<file path="src/verilog/lsu_pkg.sv">
package lsu_pkg;

    // Widths fixed by the ISA
    localparam int XLEN      = 64;
    localparam int ADDR_W    = 39;
    localparam int REG_IDX_W = 5;
    localparam int LANES     = 8;
    localparam int OFF_W     = 3;

    // Ready cycles from issue to writeback
    localparam int PIPE_DEPTH = 4;

    typedef logic [XLEN-1:0]      xlen_t;
    typedef logic [ADDR_W-1:0]    addr_t;
    typedef logic [REG_IDX_W-1:0] reg_idx_t;
    typedef logic [LANES-1:0]     byte_en_t;
    typedef logic [OFF_W-1:0]     byte_off_t;
    typedef logic [1:0]           op_kind_t;
    typedef logic [2:0]           size_t;
    typedef logic [1:0]           cache_ctl_t;

    localparam op_kind_t OP_ALU   = 2'd0;
    localparam op_kind_t OP_LOAD  = 2'd1;
    localparam op_kind_t OP_STORE = 2'd2;

    // funct3 order
    localparam size_t SZ_B  = 3'b000;
    localparam size_t SZ_H  = 3'b001;
    localparam size_t SZ_W  = 3'b010;
    localparam size_t SZ_D  = 3'b011;
    localparam size_t SZ_BU = 3'b100;
    localparam size_t SZ_HU = 3'b101;
    localparam size_t SZ_WU = 3'b110;

    localparam cache_ctl_t CTL_IDLE  = 2'b00;
    localparam cache_ctl_t CTL_READ  = 2'b01;
    localparam cache_ctl_t CTL_WRITE = 2'b10;

    ////////////////////
    // Access geometry
    ////////////////////

    function automatic logic [3:0] size_bytes(input size_t size);
        case (size)
            SZ_B, SZ_BU: size_bytes = 4'd1;
            SZ_H, SZ_HU: size_bytes = 4'd2;
            SZ_W, SZ_WU: size_bytes = 4'd4;
            default:     size_bytes = 4'd8;
        endcase
    endfunction

    // Field runs past byte 7 of the doubleword
    function automatic logic crosses_dword(input size_t size, input byte_off_t off);
        crosses_dword = ({1'b0, off} + size_bytes(size)) > 4'd8;
    endfunction

endpackage

</file>
<file path="src/verilog/dcache_pkg.sv">
package dcache_pkg;

    // Operation handed over by the execute stage
    typedef struct packed {
        logic              valid;
        lsu_pkg::op_kind_t kind;
        lsu_pkg::size_t    size;
        lsu_pkg::xlen_t    result;
        lsu_pkg::xlen_t    store_data;
        lsu_pkg::reg_idx_t rd;
    } ex_op_t;

    // Data cache request
    typedef struct packed {
        lsu_pkg::cache_ctl_t ctl;
        lsu_pkg::addr_t      addr;
        lsu_pkg::byte_en_t   byte_en;
        lsu_pkg::xlen_t      wdata;
    } dc_req_t;

    // Register writeback
    typedef struct packed {
        logic              valid;
        lsu_pkg::reg_idx_t rd;
        lsu_pkg::xlen_t    data;
    } wb_t;

    // Memory stage register
    typedef struct packed {
        logic              valid;
        lsu_pkg::op_kind_t kind;
        lsu_pkg::size_t    size;
        lsu_pkg::reg_idx_t rd;
        lsu_pkg::xlen_t    result;
    } stage_t;

endpackage

</file>
<file path="src/verilog/store_align.sv">
`timescale 1ns/100ps

module store_align
(
    input  dcache_pkg::ex_op_t  op,
    output dcache_pkg::dc_req_t req
);

    import lsu_pkg::*;

    byte_off_t off;
    byte_en_t  lane_mask;
    logic      is_load;
    logic      is_store;

    assign off      = op.result[OFF_W-1:0];
    assign is_load  = op.valid && (op.kind == OP_LOAD);
    assign is_store = op.valid && (op.kind == OP_STORE);

    ////////////////////
    // Lane pattern at offset zero
    ////////////////////

    always_comb
    begin
        case (size_bytes(op.size))
            4'd1:    lane_mask = 8'b0000_0001;
            4'd2:    lane_mask = 8'b0000_0011;
            4'd4:    lane_mask = 8'b0000_1111;
            default: lane_mask = 8'b1111_1111;
        endcase
    end

    ////////////////////
    // Request
    ////////////////////

    always_comb
    begin
        if (is_load)
        begin
            req.ctl = CTL_READ;
        end
        else if (is_store)
        begin
            req.ctl = CTL_WRITE;
        end
        else
        begin
            req.ctl = CTL_IDLE;
        end

        // 64-bit lines, so drop the byte offset
        req.addr = {op.result[ADDR_W-1:OFF_W], {OFF_W{1'b0}}};

        // Crossing store writes nothing
        if (is_store && !crosses_dword(op.size, off))
        begin
            req.byte_en = lane_mask << off;
        end
        else
        begin
            req.byte_en = '0;
        end

        req.wdata = op.store_data << {off, 3'b000};
    end

endmodule

</file>
<file path="src/verilog/mem_pipe.sv">
`timescale 1ns/100ps

module mem_pipe
(
    input  logic               CLK,
    input  logic               RST,
    input  dcache_pkg::ex_op_t op,
    input  logic               data_ready,
    input  logic               data_fault,
    output dcache_pkg::stage_t wb_stage
);

    import lsu_pkg::*;
    import dcache_pkg::*;

    // pipe[0..3] are ex_mem1, mem1_mem2, mem2_mem3 and mem3_wb
    stage_t pipe [PIPE_DEPTH];
    stage_t s1_next;

    ////////////////////
    // Stage 1 input
    ////////////////////

    always_comb
    begin
        // Stores write no register
        s1_next.valid  = op.valid && (op.kind != OP_STORE);
        s1_next.kind   = op.kind;
        s1_next.size   = op.size;
        s1_next.rd     = op.rd;
        s1_next.result = op.result;
    end

    ////////////////////
    // Stage registers
    ////////////////////

    always_ff @(posedge CLK)
    begin
        if (RST)
        begin
            for (int i = 0; i < PIPE_DEPTH; i++)
            begin
                pipe[i].valid <= 1'b0;
            end
        end
        else if (data_ready)
        begin
            pipe[0] <= s1_next;

            // Fault belongs to the op now in stage 1
            pipe[1]       <= pipe[0];
            pipe[1].valid <= pipe[0].valid && !data_fault;

            for (int i = 2; i < PIPE_DEPTH; i++)
            begin
                pipe[i] <= pipe[i-1];
            end
        end
    end

    assign wb_stage = pipe[PIPE_DEPTH-1];

endmodule

</file>
<file path="src/verilog/load_extract.sv">
`timescale 1ns/100ps

module load_extract
(
    input  dcache_pkg::stage_t stage,
    input  lsu_pkg::xlen_t     rdata,
    output dcache_pkg::wb_t    wb
);

    import lsu_pkg::*;

    byte_off_t off;
    xlen_t     lane;
    xlen_t     load_data;

    assign off  = stage.result[OFF_W-1:0];

    // Addressed byte moved down to lane 0
    assign lane = rdata >> {off, 3'b000};

    ////////////////////
    // Extension
    ////////////////////

    always_comb
    begin
        if (crosses_dword(stage.size, off))
        begin
            load_data = '0;
        end
        else
        begin
            case (stage.size)
                SZ_B:    load_data = {{(XLEN-8){lane[7]}}, lane[7:0]};
                SZ_H:    load_data = {{(XLEN-16){lane[15]}}, lane[15:0]};
                SZ_W:    load_data = {{(XLEN-32){lane[31]}}, lane[31:0]};
                SZ_BU:   load_data = {{(XLEN-8){1'b0}}, lane[7:0]};
                SZ_HU:   load_data = {{(XLEN-16){1'b0}}, lane[15:0]};
                SZ_WU:   load_data = {{(XLEN-32){1'b0}}, lane[31:0]};
                // Aligned doubleword
                default: load_data = rdata;
            endcase
        end
    end

    ////////////////////
    // Writeback
    ////////////////////

    always_comb
    begin
        wb.valid = stage.valid;
        wb.rd    = stage.rd;

        if (stage.kind == OP_LOAD)
        begin
            wb.data = load_data;
        end
        else
        begin
            wb.data = stage.result;
        end
    end

endmodule

</file>
<file path="src/verilog/lsu_top.sv">
`timescale 1ns/100ps

module lsu_top
(
    input  logic                CLK,
    input  logic                RST,
    input  dcache_pkg::ex_op_t  ex_op,
    input  logic                data_ready,
    input  logic                data_fault,
    input  lsu_pkg::xlen_t      rdata,
    output dcache_pkg::dc_req_t dc_req,
    output dcache_pkg::wb_t     wb
);

    import dcache_pkg::*;

    // Contents of mem3_wb
    stage_t wb_stage;

    ////////////////////
    // Request side
    ////////////////////

    store_align store_align_i
    (
        .op  (ex_op),
        .req (dc_req)
    );

    ////////////////////
    // Memory stages
    ////////////////////

    mem_pipe mem_pipe_i
    (
        .CLK        (CLK),
        .RST        (RST),
        .op         (ex_op),
        .data_ready (data_ready),
        .data_fault (data_fault),
        .wb_stage   (wb_stage)
    );

    ////////////////////
    // Writeback side
    ////////////////////

    load_extract load_extract_i
    (
        .stage (wb_stage),
        .rdata (rdata),
        .wb    (wb)
    );

endmodule

</file>
<file path="config.mk">
export PLATFORM = sky130hd
export DESIGN_NAME = lsu_top
export DESIGN_NICKNAME = d
export VERILOG_FILES = /design/src/verilog/lsu_pkg.sv /design/src/verilog/dcache_pkg.sv /design/src/verilog/store_align.sv /design/src/verilog/mem_pipe.sv /design/src/verilog/load_extract.sv /design/src/verilog/lsu_top.sv
export SDC_FILE = /design/constraint.sdc
export NUM_CORES = 1
export LEC_CHECK = 0
export ABC_AREA = 1
export BUFFER_PORTS_ARGS = -buffer_cell sky130_fd_sc_hd__buf_2
export CORE_ASPECT_RATIO = 1.25
export CORE_MARGIN = 2
export CORE_UTILIZATION = 57
export CTS_BUF_LIST = sky130_fd_sc_hd__clkbuf_16
export DETAILED_ROUTE_END_ITERATION = 10
export PLACE_DENSITY = 0.86
export SLEW_MARGIN = 20
export SYNTH_ARGS = -nofsm -noshare
export SYNTH_HDL_FRONTEND = slang
export SYNTH_SLANG_ARGS = --single-unit
</file>
<file path="constraint.sdc">
create_clock -name CLK -period 30.6 [get_ports CLK]
set_input_delay 6.12 -clock CLK [delete_from_list [all_inputs] [get_ports CLK]]
set_output_delay 6.12 -clock CLK [all_outputs]
set_load 0.02 [all_outputs]
</file>
==> run metrics, run 1 <==
leak pwr=~7.3 nW; Place WS=around 16 ns; MaxCap Viol Count=0; Biggest register=mem_pipe_i.pipe; critical path launch point type=input pin; Synth area leader=edfxtp_1; outcome=finished clean; initial antenna violation count=14; Mapped Cells=about 1400; Largest regs=mem_pipe_i.pipe: 300 flops; Synth async-reset ratio=0%; # setup viols final=0; # DRC=0; PD cells=52.99 nW/µm²; core footprint=25130 µm²; Largest register FFs=300; most used cell, CP=o21ai_0; Cell Rows=between 60 and 70; RSZ-0062 raised after global routing=false; HPWL after DPL=31620 µm; HP Class=reg -> reg; most common cell after layout, fill and taps aside=nand2_1; vias in the first global route=11072; CTS root buffer=clkbuf_16; Synth top area share=62.23%; CTS tree=yes; first-pass GRT wire length=64090 µm; die area=between 20000 and 30000 µm²; Area contributors post-synth=edfxtp_1 62%, nand2_1 10%, nand3_1 5.4%, o21ai_0 3.3%, buf_4 2.9%; EDFF count, synth=300; fmax=0.06641 GHz; Post-Syn Area=14480 µm²; Bufs and invs on worst path=4; Die Y=roughly 180 µm; PostCTS Resize Cnt=0; #FFs+latches synth=300; post-CTS setup buffers=0; CP Class=in -> out; most frequent cells in the layout=393 x nand2_1, 386 x buf_2, 300 x edfxtp_1, 157 x nand3_1, 105 x nor2_1; WL per Instance=21.03 µm; Fin. Hold Viols=0; Clock Skew=0.008654 ns; total track usage=31.52%; Worst Max-Slew Pin Slew=1.078 ns; slowest stage delay, CP=around 0.97 ns; Max Fanout on Critical Path=74; met1 GRT Util=around two fifths; htree depth=1; GPL Wtd Cong=0.9793; final setup TNS=0 ns; TritonCTS Buffers=27; Req. time, crit path=~24 ns; I/O Pins=between 300 and 400; met2 GRT Util=55.09%; Starting Density=57.61%; clk_lat worst skew=0.51 ns; final period utilization=49.21%; Syn. warnings=0; Chip Width=146.5 µm; max_slew headroom=28.14%; cell family with most CP delay=buffers and inverters; via count=11809; setup slack after layout=around 16 ns; Tmin final=15.06 ns; type of destination of the critical path=output pin; count of different cell masters after synthesis=39; area grow syn2layout=17.51%; Clk pin slew, worst setup/hold paths=0.06 ns; global routing's busiest layer=met2; IO buf count=just under 400; Bufs on Longest Clock Path=3; CTS Hold Bufs=0; Top FF cell, synth=edfxtp_1; fill cell count=1942; Avg Inst Size Synth=10.20 µm²; total grt overflow=0; Worst EP arrival=about 8.9 ns; Post-Route WL=43850 µm; Final Max Slew Viols=0; grt met3 use=6.875%; clk sink count=300; crit-path cells=buf_2 > buf_4 > clkinv_1 > o21ai_0 > o21ai_0 > o21ai_0 > buf_2; vias per cell=around 5.7; Crit-path slowest cell=clkinv_1; Pre-antenna DRT Iters=5; final antenna-violating net count=0; DR iter-0 viols=~1200; Final nets=1934; largest net degree at the start of global routing=207; sequential area share after synthesis=62.23%; VDD IR max=0.03202 mV; share of layout cells above drive strength 1=28.18%
worst register-to-register path: stages, from the launching register on:
cell	delay, ns
edfxtp_1	0.35
nand2_1	0.07
nor2_1	0.06
routing by layer:
layer	share of wire (%)	vias to the layer above
met1	35	5422
li1	-	5475
met5	0.16	-
met4	4.2	10
met2	49	785
met3	11	117
cell usage after synthesis, types with 15 or more instances:
| cell type | instances |
|---|---|
| o21ai_0 | 96 |
| nand2_1 | 393 |
| buf_4 | 56 |
| o21ai_1 | 31 |
| mux2i_1 | 21 |
| edfxtp_1 | 300 |
| nand3_1 | 157 |
| a31oi_1 | 15 |
| nand3_2 | 20 |
| clkbuf_1 | 41 |
| a21oi_1 | 26 |
| or2_2 | 16 |
| buf_2 | 16 |
| nor2_1 | 106 |
| inv_1 | 44 |
stage by stage:
| step | cell area, µm² | hold slack (ns) | cells | total power [mW] | util, % |
|---|---|---|---|---|---|
| floorplan | 14480 | 0.4003 | 1421 | 0.5646 | - |
| detailed placement | 16170 | 0.4045 | 2025 | 0.6029 | 64.35 |
| global route | 16990 | 0.4206 | 2075 | 0.9310 | 67.59 |
| finish | 17010 | 0.4118 | 2085 | 0.9015 | 67.69 |
| global placement | 16170 | 0.4005 | 2025 | 0.6004 | 64.35 |
| CTS | 16980 | 0.4105 | 2074 | 0.9058 | 67.57 |
layout make-up:
type / count / area, µm² / share of cell area (%)
clock buffer: 27 / 675.6 / 3.972
sequential: 300 / 9009 / 52.96
antenna: 11 / 27.53 / 0.1618
tap: 335 / 419.2 / 2.464
inverter: 58 / 225.2 / 1.324
timing repair buffer: 396 / 2023 / 11.89
clock inverter: 22 / 133.9 / 0.7870
multi-input combinational: 936 / 4498 / 26.44
path summary, 6_finish.rpt:
kind	from	end	slack, ns	cells past startpoint
min reg2reg	mem_pipe_i.pipe[2][64]$_DFFE_PP_	mem_pipe_i.pipe[3][64]$_DFFE_PP_	0.41	0
max	ex_op[69]	dc_req[61]	15.54	7
min	mem_pipe_i.pipe[2][64]$_DFFE_PP_	mem_pipe_i.pipe[3][64]$_DFFE_PP_	0.41	0
max reg2reg	mem_pipe_i.pipe[0][74]$_SDFFCE_PN0P_	mem_pipe_i.pipe[1][74]$_SDFFCE_PN0P_	29.88	2
where the power goes:
group / internal (mW) / total [mW] / switching (mW)
Combinational: 0.0367 / 0.121 / 0.0841
Sequential: 0.471 / 0.476 / 0.00455
Clock: 0.169 / 0.305 / 0.136
cells by family after synthesis:
| group | Yosys count | synth area share (%) |
|---|---|---|
| fa+ha+maj | 8 | 0.7952 |
| flops | 300 | 62.23 |
| mux | 21 | 1.452 |
| other cells | 1 | 0.02590 |
| xor+xnor | 2 | 0.1210 |
| compound gates | 192 | 7.148 |
| buf+inv | 185 | 6.802 |
| simple gates | 710 | 21.43 |
Power figures use the tool's default switching activity.
==> run 2, diff against run 1 <==
--- a/config.mk
+++ b/config.mk
@@ -9,10 +9,10 @@
 export BUFFER_PORTS_ARGS = -buffer_cell sky130_fd_sc_hd__buf_2
 export CORE_ASPECT_RATIO = 1.25
 export CORE_MARGIN = 2
-export CORE_UTILIZATION = 57
+export CORE_UTILIZATION = 53
 export CTS_BUF_LIST = sky130_fd_sc_hd__clkbuf_16
 export DETAILED_ROUTE_END_ITERATION = 10
-export PLACE_DENSITY = 0.86
+export PLACE_DENSITY = 0.8
 export SLEW_MARGIN = 20
 export SYNTH_ARGS = -nofsm -noshare
 export SYNTH_HDL_FRONTEND = slang
==> constraint.sdc (replaced) <==
create_clock -name CLK -period 13.95 [get_ports CLK]
set_input_delay 2.79 -clock CLK [delete_from_list [all_inputs] [get_ports CLK]]
set_output_delay 2.79 -clock CLK [all_outputs]
set_load 0.02 [all_outputs]
==> run metrics, run 2 (synthesis gave the netlist of run 1 again) <==
Largest regs=mem_pipe_i.pipe: 300 flops; final setup TNS=0 ns (unchanged); DR iter-0 viols=1373 (+16%); first-pass GRT wire length=63180 µm (-1.4%); Die Y=188.8 µm (+3.6%); placed cells=2034 (+0.44%); # setup viols final=0 (unchanged); area grow syn2layout=17.93%; HP Class=reg -> reg; largest net degree at the start of global routing=216 (+4.3%); Final nets=1933 (-0.052%); CP Class=in -> out; RSZ-0062 raised after global routing=false; total grt overflow=0 (unchanged); R2R depth=2 (unchanged); Pre-antenna DRT Iters=5 (unchanged); Bufs on Longest Clock Path=3 (unchanged); final antenna-violating net count=0 (unchanged); Worst Max-Slew Pin Slew=1.029 ns (-0.04850 ns); Reg power frac=51.8% (-1.0 points); most common cell after layout, fill and taps aside=nand2_1; leak pwr=7.288 nW (+0.42%); IO buf count=386 (unchanged); Fin. Hold Viols=0 (unchanged); via count=11749 (-0.51%); Clock Skew=0.009465 ns (+0.0008101 ns); FF-to-FF End=mem_pipe_i.pipe[1][74]$_SDFFCE_PN0P_; Sw Share=24.52% (-0.41 points); WL per Instance=20.28 µm (-3.6%); CTS root buffer=clkbuf_16; # DRC=0 (unchanged); slowest stage delay, CP=0.92 ns (-0.05 ns); htree depth=1 (unchanged); core footprint=26830 µm² (+6.7%); Final Core Density=63.64% (-4.1 points); die area=28660 µm² (+7.4%); Cell Rows=67 (+3.1%); PostCTS Resize Cnt=0 (unchanged); initial antenna violation count=10 (-4); Clk pwr share=35.1% (+1.3 points); most frequent cells in the layout=393 x nand2_1, 386 x buf_2, 300 x edfxtp_1, 157 x nand3_1, 105 x nor2_1; fmax=0.1212 GHz; MaxCap Viol Count=0 (unchanged); Worst EP arrival=5.46 ns (-3.48 ns); I/O Pins=390 (unchanged); combinational share of power=13.1% (-0.3 points); crit-path cells=buf_2 > buf_4 > clkinv_1 > nand2_1 > nand2_1 > o211ai_1 > o21ai_0 > buf_2; RR Startpoint=mem_pipe_i.pipe[0][74]$_SDFFCE_PN0P_; hold depth=0 (unchanged); clk sink count=300 (unchanged); Crit-path slowest cell=clkinv_1; TritonCTS Buffers=26 (-3.7%); NetSw=493.5 µW (+120%); VDD IR max=0.07596 mV (+140%); share of layout cells above drive strength 1=28.48% (+0.30 points); final period utilization=59.17%; Post-Route WL=42380 µm (-3.3%); reg2reg setup slack=13.22 ns (-16.66 ns); Hold Startpoint=mem_pipe_i.pipe[1][9]$_DFFE_PP_; post-CTS setup buffers=0 (unchanged); Largest register FFs=300 (unchanged); CTS Hold Bufs=0 (unchanged); vias per cell=5.622 (-0.75%); GPL Wtd Cong=0.9829 (+0.37%); vias in the first global route=11174 (+0.92%); Biggest register=mem_pipe_i.pipe; final cell count without fillers=2090 (+0.24%); total track usage=28.39% (-3.1 points); outcome=finished clean; Clk pin slew, worst setup/hold paths=0.06 ns (about the same); Max Fanout on Critical Path=74 (unchanged); clk_lat worst skew=0.53 ns (+0.02 ns); Starting Density=53.96% (-3.6 points); Tmin final=8.254 ns; critical path launch point type=input pin; Final Max Slew Viols=0 (unchanged); Chip Width=151.8 µm (+3.6%); HPWL after DPL=30860 µm (-2.4%); Req. time, crit path=11.16 ns (-13.32 ns); max_slew headroom=31.37% (+3.2 points); Hold Path End=mem_pipe_i.pipe[2][9]$_DFFE_PP_; type of destination of the critical path=output pin; PD cells=117.9 nW/µm² (+120%); P_int=1.519 mW (+120%); CTS tree=yes
run 2: cell types whose count changed in the layout (fill, tap and decap cells not counted), sizes merged:
cell    change
diode       -4
bufinv      +2
clkinv      -2
inv         -1
run 2: critical path: cells and delay by family:
kind / cells / cell delay [ns]
buffers and inverters: 4 / 1.87
AND/OR/NAND/NOR: 2 / 0.35
AO/OA/AOI/OAI: 2 / 0.40
run 2: through the flow:
| stage | cell area (µm²) | hold WS (ns) | power (mW) | setup slack [ns] |
|---|---|---|---|---|
| 5_1_grt | 17060 | 0.4183 | 2.081 | 5.380 |
| 3_5_place_dp | 16180 | 0.4045 | 1.321 | 5.715 |
| 6_report | 17070 | 0.4112 | 2.013 | 5.696 |
| 2_1_floorplan | 14490 | 0.4003 | 1.231 | 2.627 |
| 3_3_place_gp | 16180 | 0.4004 | 1.317 | 5.753 |
| 4_1_cts | 17030 | 0.4126 | 2.025 | 5.702 |
run 2: worst max path at each step:
stage	from	end	slack (ns)	cells after the start
after floorplan	RST	mem_pipe_i.pipe[0][74]$_SDFFCE_PN0P_	2.63	3
after global placement	ex_op[69]	dc_req[62]	5.75	7
after detailed placement	ex_op[69]	dc_req[35]	5.72	8
after CTS	ex_op[69]	dc_req[35]	5.70	8
after global routing	ex_op[69]	dc_req[62]	5.38	7
final	ex_op[69]	dc_req[35]	5.70	8
run 2: power groups by stage:
stage	Combinational, mW	Clock (mW)	Sequential (mW)
3_5_place_dp	0.259	0	1.06
4_1_cts	0.260	0.722	1.04
6_report	0.263	0.708	1.04
5_1_grt	0.284	0.753	1.05
3_3_place_gp	0.258	0	1.06
2_1_floorplan	0.163	0	1.07
run 2: area by class of cell:
class | count | area (µm²)
flip-flops and latches | 300 | 9009
clock buffers | 27 | 675.6
repair buffers | 396 | 2039
well taps | 345 | 431.7
inverters | 58 | 225.2
diodes | 7 | 17.52
multi-input cells | 936 | 4498
fillers | 2239 | 9754
clock inverters | 21 | 175.2
run 2: metal layers:
metal  GRT usage, %  part of all wire, %  up-vias
li1               -                    -     5470
met1          34.72                   35     5425
met2          47.96                   49      739
met3          6.992                   12      111
met4          12.65                  4.8        4
met5              0                0.071        -
==> run 3, diff against run 2 <==
--- a/config.mk
+++ b/config.mk
@@ -5,14 +5,14 @@
 export SDC_FILE = /design/constraint.sdc
 export NUM_CORES = 1
 export LEC_CHECK = 0
-export ABC_AREA = 1
+export ABC_AREA = 0
 export BUFFER_PORTS_ARGS = -buffer_cell sky130_fd_sc_hd__buf_2
 export CORE_ASPECT_RATIO = 1.25
 export CORE_MARGIN = 2
-export CORE_UTILIZATION = 53
+export CORE_UTILIZATION = 54
 export CTS_BUF_LIST = sky130_fd_sc_hd__clkbuf_16
 export DETAILED_ROUTE_END_ITERATION = 10
-export PLACE_DENSITY = 0.8
+export PLACE_DENSITY = 0.81
 export SLEW_MARGIN = 20
 export SYNTH_ARGS = -nofsm -noshare
 export SYNTH_HDL_FRONTEND = slang
==> constraint.sdc (replaced) <==
create_clock -name CLK -period 8.6 [get_ports CLK]
set_input_delay 1.72 -clock CLK [delete_from_list [all_inputs] [get_ports CLK]]
set_output_delay 1.72 -clock CLK [all_outputs]
set_load 0.02 [all_outputs]
==> run metrics, run 3 <==
type of destination of the critical path=output pin; Synth area leader=edfxtp_1; hold depth=0 (unchanged); largest net degree at the start of global routing=202 (-6.5%); Bufs on Longest Clock Path=3 (unchanged); Post-Route WL=40560 µm (-4.3%); Starting Density=55.21% (+1.2 points); count of different cell masters after synthesis=52 (+33%); die area=28860 µm² (+0.71%); vias in the first global route=10049 (-10%); Max Fanout on Critical Path=21 (-72%); Syn. warnings=0 (unchanged); share of layout cells above drive strength 1=35.43% (+6.9 points); TritonCTS Buffers=26 (unchanged); DR iter-0 viols=930 (-32%); EDFF count, synth=300 (unchanged); setup slack after layout=2.040 ns (-3.655 ns); GPL Wtd Cong=1.023 (+4.0%); PostCTS Resize Cnt=0 (unchanged); RSZ-0062 raised after global routing=false; Synth top area share=60.64% (-1.6 points); # setup viols final=0 (unchanged); Fin. Hold Viols=0 (unchanged); first-pass GRT wire length=59840 µm (-5.3%); cell family with most CP delay=compound AO/OA/AOI/OAI gates; final antenna-violating net count=0 (unchanged); CTS tree=yes; Worst EP arrival=4.84 ns (-0.62 ns); Worst path depth=11 (+3); total track usage=27.13% (-1.3 points); clk sink count=300 (unchanged); Worst Max-Slew Pin Slew=1.092 ns (+0.06304 ns); CTS Hold Bufs=0 (unchanged); outcome=finished clean; Tmin final=6.560 ns; Clock Skew=0.007455 ns (-0.002010 ns); I/O Pins=390 (unchanged); htree depth=1 (unchanged); Req. time, crit path=6.88 ns (-4.28 ns); Avg Inst Size Synth=13.03 µm² (+28%); most common cell after layout, fill and taps aside=buf_2; Top FF cell, synth=edfxtp_1; Cell Rows=67 (unchanged); Final Max Slew Viols=0 (unchanged); Final Cell Area=17410 µm² (+2.0%); Final Power=3.258 mW (+62%); WL per Instance=22.57 µm (+11%); Die Y=189.4 µm (+0.35%); final cell count without fillers=1797 (-14%); final setup TNS=0 ns (unchanged); Clk pin slew, worst setup/hold paths=0.07 ns (about the same); Pre-antenna DRT Iters=5 (unchanged); HP Class=reg -> reg; Post-synth top cells=300 x edfxtp_1, 122 x mux2i_1, 101 x nor2_1; PD cells=187.1 nW/µm² (+59%); IO buf count=386 (unchanged); max_slew headroom=27.17% (-4.2 points); Mapped Cells=1140 (-20%); Chip Width=152.4 µm (+0.35%); MaxCap Viol Count=0 (unchanged); final period utilization=76.28%; crit-path cells=nor2_1 > ha_1 > inv_1 > fa_1 > nor2b_1 > and2_1 > o31ai_2 > buf_4 > a2bb2oi_1 > a21oi_1 > buf_2; core footprint=26910 µm² (+0.31%); # DRC=0 (unchanged); VDD IR max=0.1125 mV (+48%); leak pwr=7.080 nW (-2.8%); sequential area share after synthesis=60.64% (-1.6 points); total grt overflow=0 (unchanged); area grow syn2layout=17.21%; Largest regs=mem_pipe_i.pipe: 300 flops; critical path launch point type=flop; post-CTS setup buffers=0 (unchanged); Post-Syn Area=14860 µm² (+2.6%); Largest register FFs=300 (unchanged); most frequent cells in the layout=385 x buf_2, 300 x edfxtp_1, 122 x mux2i_1, 101 x nor2_1, 87 x nand2_1; clk_lat worst skew=0.51 ns (-0.02 ns); CP Class=reg -> out; #FFs+latches synth=300 (unchanged); initial antenna violation count=7 (-3); fmax=roughly 0.15 GHz; slowest stage delay, CP=0.89 ns (-0.03 ns); top-count cell post-synth=edfxtp_1; CTS root buffer=clkbuf_16; via count=10575 (-10%); Final nets=1648 (-15%); Crit-path slowest cell=o31ai_2; Bufs and invs on worst path=3 (-1); HPWL after DPL=29980 µm (-2.9%); vias per cell=5.885 (+4.7%); placed cells=1750 (-14%); Place WS=2.650 ns (-3.065 ns); placed inst area=16590 µm² (+2.6%); R2R depth=1 (-1); Biggest register=mem_pipe_i.pipe; Area contributors post-synth=edfxtp_1 61%, mux2i_1 8.2%, o31ai_2 2.6%, buf_4 2.6%, nor2_1 2.6%; Synth async-reset ratio=0% (unchanged)
run 3: layout make-up:
| class | instances | area (µm²) |
|---|---|---|
| Timing Repair Buffer | 400 | 2052 |
| Clock buffer | 27 | 675.6 |
| Multi-Input combinational cell | 700 | 5081 |
| Sequential cell | 300 | 9009 |
| Fill cell | 2009 | 9495 |
| Inverter | 5 | 18.77 |
| Antenna cell | 4 | 10.01 |
| Clock inverter | 16 | 136.4 |
| Tap cell | 345 | 431.7 |
run 3: metal layers:
| layer | wire [µm] | track usage (%) | vias to the layer above |
|---|---|---|---|
| li1 | - | - | 4855 |
| met1 | 14510 | 32.32 | 4996 |
| met2 | 20050 | 46.60 | 611 |
| met3 | 3888 | 6.363 | 107 |
| met4 | 2069 | 13.12 | 6 |
| met5 | 38 | 0 | - |
run 3: cells by family (layout without fill, tap and decap cells):
family / Yosys count / after routing / share of synthesized area (%)
compound gates: 273 / 273 / 13.50
xor+xnor: 4 / 4 / 0.2359
fa+ha+maj: 8 / 8 / 0.7748
buf+inv: 142 / 448 / 5.390
flops: 300 / 300 / 60.64
mux: 153 / 153 / 11.63
other cells: 1 / 7 / 0.02524
simple gates: 259 / 259 / 7.807
run 3: final timing paths:
kind	startpoint	endpoint	slack, ns
hold reg to reg	mem_pipe_i.pipe[1][9]$_DFFE_PP_	mem_pipe_i.pipe[2][9]$_DFFE_PP_	0.41
setup / recovery	mem_pipe_i.pipe[3][70]$_DFFE_PP_	wb[26]	2.04
hold / removal	mem_pipe_i.pipe[1][9]$_DFFE_PP_	mem_pipe_i.pipe[2][9]$_DFFE_PP_	0.41
setup reg to reg	mem_pipe_i.pipe[0][74]$_SDFFCE_PN0P_	mem_pipe_i.pipe[1][74]$_SDFFCE_PN0P_	7.81
run 3: through the flow:
step                      hold slack, ns  util, %
after floorplan                   0.4003        -
after global placement            0.4005    61.65
after detailed placement          0.4045    61.66
after CTS                         0.4161    64.68
after global routing              0.4184    64.70
final                             0.4137    64.71
run 3: report_power, final:
group / switching (mW) / leakage (nW) / internal, mW
registers: 0.0180 / 2.82 / 1.68
logic: 0.300 / 3.85 / 0.163
clock network: 0.474 / 0.405 / 0.627
